<file path="src/dcache_macros.svh">
// geometry is fixed to 2 ways x 4 sets of 128-bit lines, changing one macro needs the rest kept consistent
`ifndef DCACHE_MACROS_SVH
`define DCACHE_MACROS_SVH

// --------------------
// requester side
// --------------------
`define DC_WORD_W        32   // data word
`define DC_ADDR_W        30   // word address

// --------------------
// line and memory side
// --------------------
`define DC_LINE_W        128  // one cache line, four words
`define DC_BLOCK_ADDR_W  28   // memory block address

// --------------------
// address split
// --------------------
// word address is tag | set | word offset, from high to low
`define DC_OFFSET_BITS   2    // word inside the line
`define DC_SET_BITS      2    // set index
`define DC_NUM_SETS      4    // 2**DC_SET_BITS
`define DC_TAG_W         26   // DC_ADDR_W - DC_SET_BITS - DC_OFFSET_BITS

`endif

</file>
<file path="src/dcache_pkg.sv">
// types shared by cache RTL and testbench, widths come from dcache_macros.svh
`default_nettype none

`include "dcache_macros.svh"

package dcache_pkg;

	// --------------------
	// requester port
	// --------------------
	// read and write are exclusive, held while proc_stall is high
	typedef struct packed {
		logic                  read;
		logic                  write;
		logic [`DC_ADDR_W-1:0] addr;   // word address
		logic [`DC_WORD_W-1:0] wdata;
	} proc_req_t;                      // 64 bits

	// --------------------
	// block memory port
	// --------------------
	// level request, held until memory pulses mem_ready
	typedef struct packed {
		logic                        read;
		logic                        write;
		logic [`DC_BLOCK_ADDR_W-1:0] addr;   // block address
		logic [`DC_LINE_W-1:0]       wdata;  // victim line on write-back
	} mem_req_t;                             // 158 bits

	// one entry of a way
	typedef struct packed {
		logic                 valid;
		logic                 dirty;
		logic [`DC_TAG_W-1:0] tag;
		logic [`DC_LINE_W-1:0] data;
	} line_t;                         // 156 bits

	// cache FSM
	typedef enum logic [1:0] {
		st_idle        = 2'd0,  // one cycle after reset
		st_compare_tag = 2'd1,  // hit check, zero-latency read
		st_write_back  = 2'd2,  // dirty victim out to memory
		st_allocate    = 2'd3   // line fill from memory
	} cache_state_e;

endpackage

`default_nettype wire

</file>
<file path="src/dcache_ctrl.sv">
// cache FSM, one request in flight, memory requests held as levels until mem_ready
`timescale 1ns/100ps
`default_nettype none

`include "dcache_macros.svh"

module dcache_ctrl (
	input  logic                        clk,
	input  logic                        proc_reset,
	input  dcache_pkg::proc_req_t       proc_req,
	input  logic                        hit,
	input  logic                        victim_dirty,
	input  logic [`DC_BLOCK_ADDR_W-1:0] victim_block_addr,
	input  logic [`DC_LINE_W-1:0]       victim_line,
	input  logic                        mem_ready,
	output logic                        proc_stall,
	output logic                        word_write,
	output logic                        fill,
	output logic                        clean,
	output dcache_pkg::mem_req_t        mem_req
);

	dcache_pkg::cache_state_e state;
	dcache_pkg::cache_state_e state_nxt;

	logic req_valid;
	logic miss;

	assign req_valid = proc_req.read | proc_req.write;
	assign miss      = req_valid & ~hit;

	// --------------------
	// state register
	// --------------------
	always_ff @(posedge clk) begin
		if (proc_reset) begin
			state <= dcache_pkg::st_idle;
		end else begin
			state <= state_nxt;
		end
	end

	// --------------------
	// next state
	// --------------------
	always_comb begin
		state_nxt = state;
		case (state)
			dcache_pkg::st_idle: begin
				state_nxt = dcache_pkg::st_compare_tag;   // single cycle after reset
			end

			dcache_pkg::st_compare_tag: begin
				if (miss) begin
					// dirty victim goes out before the fill
					if (victim_dirty) begin
						state_nxt = dcache_pkg::st_write_back;
					end else begin
						state_nxt = dcache_pkg::st_allocate;
					end
				end
			end

			dcache_pkg::st_write_back: begin
				if (mem_ready) begin
					state_nxt = dcache_pkg::st_allocate;
				end
			end

			dcache_pkg::st_allocate: begin
				if (mem_ready) begin
					state_nxt = dcache_pkg::st_compare_tag;   // request hits there
				end
			end

			default: begin
				state_nxt = dcache_pkg::st_idle;
			end
		endcase
	end

	// --------------------
	// outputs
	// --------------------
	always_comb begin
		proc_stall = 1'b0;
		word_write = 1'b0;
		fill       = 1'b0;
		clean      = 1'b0;
		mem_req    = '0;

		case (state)
			dcache_pkg::st_idle: begin
				proc_stall = req_valid;   // nothing served yet
			end

			dcache_pkg::st_compare_tag: begin
				proc_stall = miss;                 // low in the cycle of a hit
				word_write = proc_req.write & hit;
			end

			dcache_pkg::st_write_back: begin
				proc_stall    = 1'b1;
				mem_req.write = 1'b1;                 // held through the mem_ready cycle
				mem_req.addr  = victim_block_addr;
				mem_req.wdata = victim_line;
				clean         = mem_ready;
			end

			dcache_pkg::st_allocate: begin
				proc_stall   = 1'b1;
				mem_req.read = 1'b1;
				mem_req.addr = proc_req.addr[`DC_ADDR_W-1:`DC_OFFSET_BITS];   // requested block
				fill         = mem_ready;                                     // mem_rdata valid now
			end

			default: begin
				proc_stall = req_valid;
			end
		endcase
	end

endmodule

`default_nettype wire

</file>
<file path="src/dcache_top.sv">
// two-way write-back data cache top, requester must hold proc_req while proc_stall is high
`timescale 1ns/100ps
`default_nettype none

`include "dcache_macros.svh"

module dcache_top (
	input  logic                   clk,
	input  logic                   proc_reset,
	// requester side
	input  dcache_pkg::proc_req_t  proc_req,
	output logic [`DC_WORD_W-1:0]  proc_rdata,
	output logic                   proc_stall,
	// block memory side
	output dcache_pkg::mem_req_t   mem_req,
	input  logic [`DC_LINE_W-1:0]  mem_rdata,
	input  logic                   mem_ready
);

	// --------------------
	// controller to ways
	// --------------------
	logic word_write;
	logic fill;
	logic clean;

	// ways to controller
	logic                        hit;
	logic                        victim_dirty;
	logic [`DC_BLOCK_ADDR_W-1:0] victim_block_addr;
	logic [`DC_LINE_W-1:0]       victim_line;

	dcache_ctrl i_dcache_ctrl (
		.clk               (clk),
		.proc_reset        (proc_reset),
		.proc_req          (proc_req),
		.hit               (hit),
		.victim_dirty      (victim_dirty),
		.victim_block_addr (victim_block_addr),
		.victim_line       (victim_line),
		.mem_ready         (mem_ready),
		.proc_stall        (proc_stall),
		.word_write        (word_write),
		.fill              (fill),
		.clean             (clean),
		.mem_req           (mem_req)
	);

	dcache_way_store i_dcache_way_store (
		.clk               (clk),
		.proc_reset        (proc_reset),
		.proc_req          (proc_req),
		.word_write        (word_write),
		.fill              (fill),
		.clean             (clean),
		.mem_rdata         (mem_rdata),
		.hit               (hit),
		.victim_dirty      (victim_dirty),
		.victim_block_addr (victim_block_addr),
		.victim_line       (victim_line),
		.rdata             (proc_rdata)   // valid on a hit
	);

endmodule

`default_nettype wire

</file>
<file path="src/dcache_way_store.sv">
// two ways of line storage, hit, read mux and LRU, only valid, dirty and LRU bits are reset
`timescale 1ns/100ps
`default_nettype none

`include "dcache_macros.svh"

module dcache_way_store (
	input  logic                        clk,
	input  logic                        proc_reset,
	input  dcache_pkg::proc_req_t       proc_req,
	input  logic                        word_write,   // write hit, merge word
	input  logic                        fill,         // line arrived from memory
	input  logic                        clean,        // victim written back
	input  logic [`DC_LINE_W-1:0]       mem_rdata,
	output logic                        hit,
	output logic                        victim_dirty,
	output logic [`DC_BLOCK_ADDR_W-1:0] victim_block_addr,
	output logic [`DC_LINE_W-1:0]       victim_line,
	output logic [`DC_WORD_W-1:0]       rdata
);

	// --------------------
	// storage
	// --------------------
	dcache_pkg::line_t ways [2][`DC_NUM_SETS];
	logic [`DC_NUM_SETS-1:0] lru;   // per set, the way to replace next

	// --------------------
	// request decode
	// --------------------
	logic [`DC_SET_BITS-1:0]    set_idx;
	logic [`DC_OFFSET_BITS-1:0] word_idx;
	logic [`DC_TAG_W-1:0]       req_tag;
	logic [1:0]                 way_hit;
	logic                       hit_way;     // way holding the requested line
	logic                       victim;      // way named by the LRU bit
	logic                       touch;       // request served from a way
	dcache_pkg::line_t          hit_line;
	dcache_pkg::line_t          victim_entry;

	assign set_idx  = proc_req.addr[`DC_OFFSET_BITS +: `DC_SET_BITS];
	assign word_idx = proc_req.addr[`DC_OFFSET_BITS-1:0];
	assign req_tag  = proc_req.addr[`DC_ADDR_W-1 -: `DC_TAG_W];

	// both ways compared in the request cycle
	always_comb begin
		for (int w = 0; w < 2; w++) begin
			way_hit[w] = ways[w][set_idx].valid && (ways[w][set_idx].tag == req_tag);
		end
	end

	assign hit     = |way_hit;
	assign hit_way = way_hit[1];   // a tag lives in at most one way
	assign touch   = (proc_req.read | proc_req.write) & hit;

	// --------------------
	// read path
	// --------------------
	assign hit_line = ways[hit_way][set_idx];
	assign rdata    = hit_line.data[word_idx*`DC_WORD_W +: `DC_WORD_W];

	// --------------------
	// victim view
	// --------------------
	assign victim       = lru[set_idx];
	assign victim_entry = ways[victim][set_idx];

	// an invalid victim never needs a write-back
	assign victim_dirty      = victim_entry.valid & victim_entry.dirty;
	assign victim_block_addr = {victim_entry.tag, set_idx};   // victim's own block
	assign victim_line       = victim_entry.data;

	// --------------------
	// array update
	// --------------------
	always_ff @(posedge clk) begin
		if (proc_reset) begin
			for (int s = 0; s < `DC_NUM_SETS; s++) begin
				ways[0][s].valid <= 1'b0;
				ways[0][s].dirty <= 1'b0;
				ways[1][s].valid <= 1'b0;
				ways[1][s].dirty <= 1'b0;
			end
			lru <= '0;   // way 0 first everywhere
		end else begin
			// store hit, merge one word into the line
			if (word_write) begin
				ways[hit_way][set_idx].data[word_idx*`DC_WORD_W +: `DC_WORD_W] <= proc_req.wdata;
				ways[hit_way][set_idx].dirty <= 1'b1;
			end

			if (clean) begin
				ways[victim][set_idx].dirty <= 1'b0;   // memory now matches
			end

			// new line lands in the victim way, clean
			if (fill) begin
				ways[victim][set_idx].valid <= 1'b1;
				ways[victim][set_idx].dirty <= 1'b0;
				ways[victim][set_idx].tag   <= req_tag;
				ways[victim][set_idx].data  <= mem_rdata;
			end

			// LRU points away from the way just used
			if (fill) begin
				lru[set_idx] <= ~victim;
			end else if (touch) begin
				lru[set_idx] <= ~hit_way;
			end
		end
	end

endmodule

`default_nettype wire

</file>
<file path="config.mk">
export PLATFORM = sky130hd
export DESIGN_NAME = dcache_top
export DESIGN_NICKNAME = d
export VERILOG_FILES = /design/src/dcache_pkg.sv /design/src/dcache_ctrl.sv /design/src/dcache_top.sv /design/src/dcache_way_store.sv
export VERILOG_INCLUDE_DIRS = /design/src
export SDC_FILE = /design/constraint.sdc
export NUM_CORES = 2
export LEC_CHECK = 0
export BUFFER_PORTS_ARGS = -buffer_cell sky130_fd_sc_hd__buf_2
export CAP_MARGIN = 25
export CORE_ASPECT_RATIO = 1.4
export CORE_MARGIN = 5
export CORE_UTILIZATION = 50
export DETAILED_ROUTE_END_ITERATION = 10
export PLACE_DENSITY_LB_ADDON = 0.08
export SETUP_SLACK_MARGIN = 0.2
export SYNTH_ARGS = -nofsm -noshare
export SYNTH_HDL_FRONTEND = slang
export SYNTH_SLANG_ARGS = --single-unit
</file>
<file path="constraint.sdc">
create_clock -name clk -period 8.1 [get_ports clk]
set_input_delay 0.81 -clock clk [delete_from_list [all_inputs] [get_ports clk]]
set_output_delay 0.81 -clock clk [all_outputs]
set_load 0.05 [all_outputs]
</file>
==> impl_metrics.py <==
metrics = {
    "die": {
        "dieArea_mm2": 0.1134,
        "rows": 141,
        "core_mm2": 0.1059,
        "die_w_um": 286.1,
        "die-height_um": 396.5,
        "start_util": 0.5041,
        "pin_count": 386,
    },
    "route": {
        "drt_iter0_markers": 3681,
        "wirelength_mm": 165.2,
        "final_antenna_net_count": 0,
        "remaining_drc_errors": 0,
        "drtPass1Iterations": 5,
        "wl_per_cell_um": 34.03,
        "vias": 31298,
        "viasPerCell": 6.449,
    },
    "setup_path": {
        "start_kind": "primary input",
        "crit_path_top_delay_cell": "buf_4",
        "crit_family": "buffers and inverters",
        "path_depth": 11,
        "crit_path_end_kind": "output port",
        "crit_path_max_incr_delay_ps": 750,
        "worstPathCellList": "buf_8 -> buf_4 -> mux4_2 -> o211ai_1 -> a2111oi_4 -> nand4_4 -> buf_12 -> mux2i_1 -> a22oi_1 -> o21a_1 -> buf_2",
        "startpoint": "proc_req[34]",
        "crit_fanout": 77,
        "r2r_start": "i_dcache_way_store.ways[0][133]",
        "path_buf_inv": 4,
        "critical_path_class": "primary input to output port",
        "rrSetupSlack_ps": 3420,
        "crit_path_end": "proc_rdata[12]",
        "required_ps": 7290,
        "rr_worst_depth": 10,
        "reg2reg_to": "i_dcache_way_store.ways[0][213]",
        "arrival_ps": 5860,
    },
    "cells_and_area": {
        "layout-drive-gt1-share": 0.2996,
        "final_common_cell": "edfxtp_1",
        "n_fill_cell": 8144,
        "final_cell_mix": "1248 x edfxtp_1, 402 x nand2_1, 383 x buf_2, 333 x mux4_2, 136 x a21oi_1",
        "area_delta_synth_final_pct": 13.65,
        "final_nets": 3605,
    },
    "sta": {
        "hold_viol": 0,
        "finalCritPeriodShare": 0.8229,
        "rsz0062_at_grt": "false",
        "fin_setup_tns_ps": 0,
        "fin_skew_ps": 28.60,
        "tightest_slew_ps": 1087,
        "fmax_mhz": 150.0,
        "finalWorstSetupSlack_ps": 1434,
        "maxSlewHeadroom": 0.2751,
        "post-route-min-period_ps": 6666,
        "finalSetupViolCount": 0,
        "maxSlewViolCount": 0,
    },
    "synth": {
        "synth_top_flop_cell": "edfxtp_1",
        "syn_area_per_cell_um2": 17.63,
        "ys_seq_area_frac": 0.7046,
        "synthCells": 3027,
        "synth-edff-count": 1248,
        "syn_area_mm2": 0.05336,
        "synthArstFlopShare": 0,
        "yosys_warnings": 0,
        "ys_seq_elements": 1254,
        "yosysUniqueCellTypes": 71,
        "syn-num-nets": 3231,
    },
    "place": {
        "dpl.hpwl_mm": 108.0,
        "io_buffers": 385,
        "post-place-ws_ps": 1307,
        "gp_congestion": 0.8612,
    },
    "grt": {
        "grt_pass1_vias": 31679,
        "met2_usage": 0.4725,
        "grtUsageMet1": 0.3904,
        "grt_pass1_wl_mm": 234.2,
        "grt_use_total": 0.2876,
        "grt_max_degree": 80,
        "grt.overflow.total": 0,
        "grt_antenna_before_repair": 15,
        "busiest_layer": "met2",
        "gr-usage-met3": 0.05829,
    },
    "clocking": {
        "cts_sinks": 1254,
        "postCtsSetupBuffers": 0,
        "clock_latency_ps": 730,
        "tritoncts": "done",
        "clk_pin_slew_ps": 60,
        "cts_resized": 0,
        "cts_buffers": 115,
        "cts-root-buf": "clkbuf_16",
        "cts_buffer_depth": 3,
        "cts_hold_buf": 0,
        "htreeDepth": 3,
    },
    "hold_path": {
        "hp-class": "flop to flop",
    },
    "power": {
        "p_leak_nw": 21.19,
        "power_density_mw_per_mm2": 242.7,
        "peakVddDrop_v": 0.0001803,
    },
    "job": {
        "drv_cap": 0,
    },
    "run_status": {
        "status": "finished, final reports clean",
    },
}
==> area by class of cell <==
class | instances | area [um2] | area share
Antenna cell | 4 | 10.01 | 0.0001651
Clock buffer | 143 | 3025 | 0.04989
Tap cell | 1358 | 1699 | 0.02802
Multi-Input combinational cell | 1551 | 15040 | 0.2481
Timing Repair Buffer | 466 | 2685 | 0.04428
Inverter | 13 | 53.80 | 0.0008872
Sequential cell | 1254 | 37600 | 0.6199
Clock inverter | 64 | 531.8 | 0.008768
==> kinds of logic (layout without fill, tap and decap cells) <==
logic type | Yosys count | in the layout | synth area share
flops | 1254 | 1254 | 0.7046
simple gates | 610 | 610 | 0.05152
mux | 461 | 461 | 0.1648
compound gates | 433 | 433 | 0.05131
buf+inv | 222 | 686 | 0.01916
xor+xnor | 38 | 38 | 0.006519
fa+ha+maj | 9 | 9 | 0.002110
other cells | 0 | 4 | 0
==> how the worst min path moves through the flow <==
stage / cells after the start / end / slack [ps] / startpoint
after floorplan: 2 / i_dcache_way_store.lru[2] / 480 / i_dcache_way_store.lru[2]
final: 2 / i_dcache_way_store.lru[0] / 510 / i_dcache_way_store.lru[0]
after CTS: 2 / i_dcache_way_store.lru[0] / 510 / i_dcache_way_store.lru[0]
after global routing: 2 / i_dcache_way_store.lru[0] / 530 / i_dcache_way_store.lru[0]
after detailed placement: 2 / i_dcache_way_store.lru[0] / 500 / i_dcache_way_store.lru[0]
after global placement: 2 / i_dcache_ctrl.state[1] / 500 / i_dcache_ctrl.state[1]
==> where the power goes <==
group          switching [W]  leakage [nW]  internal (W)
logic                0.00172          7.60      0.000520
registers          0.0000124          11.9       0.00723
clock network        0.00237          1.74       0.00287
total                0.00410          21.2        0.0106
==> layer usage <==
layer  up-vias  routed length (um)
li1      12867                   -
met1     16489               62970
met4         8                5816
met2      1685               80800
met3       249               15520
met5         -                  57
==> registers in the layout, summed over array words and instances (netlist names) <==
register and flops:
i_dcache_ctrl.state 2, i_dcache_way_store.lru 4, i_dcache_way_store.ways 1248
==> per-stage QoR <==
step	instance area (um2)	hold slack, ps	total power [W]	utilization	std cells
finish	60640	508.2	0.01472	0.5729	4853
global route	60640	530.4	0.01515	0.5728	4850
CTS	60540	512.9	0.01478	0.5720	4844
detailed placement	56990	504.1	0.009615	0.5384	4637
global placement	56930	497.0	0.009585	0.5378	4635
floorplan	53360	478.5	0.008820	-	3027
==> cell usage after synthesis (31+ instances only) <==
cell type | count | area, um2
nor2_1 | 33 | 123.9
nor3_1 | 49 | 245.2
mux4_2 | 333 | 7500
buf_2 | 43 | 215.2
mux2i_1 | 120 | 1201
a22o_1 | 41 | 359.1
o21a_1 | 34 | 255.2
clkbuf_1 | 126 | 473.0
nand2_1 | 402 | 1509
edfxtp_1 | 1248 | 37480
xnor2_1 | 31 | 271.5
o21ai_0 | 111 | 555.5
a22oi_1 | 38 | 285.3
nand2b_1 | 41 | 256.5
a21oi_1 | 136 | 680.7
and2_1 | 35 | 219.0
==> tightest hold or removal path, stage by stage, from the launching register on <==
cell	delay, ps
dfxtp_1	320
nor2_1	100
nor4_1	40
Note: power is estimated with default switching activity, not from simulation.
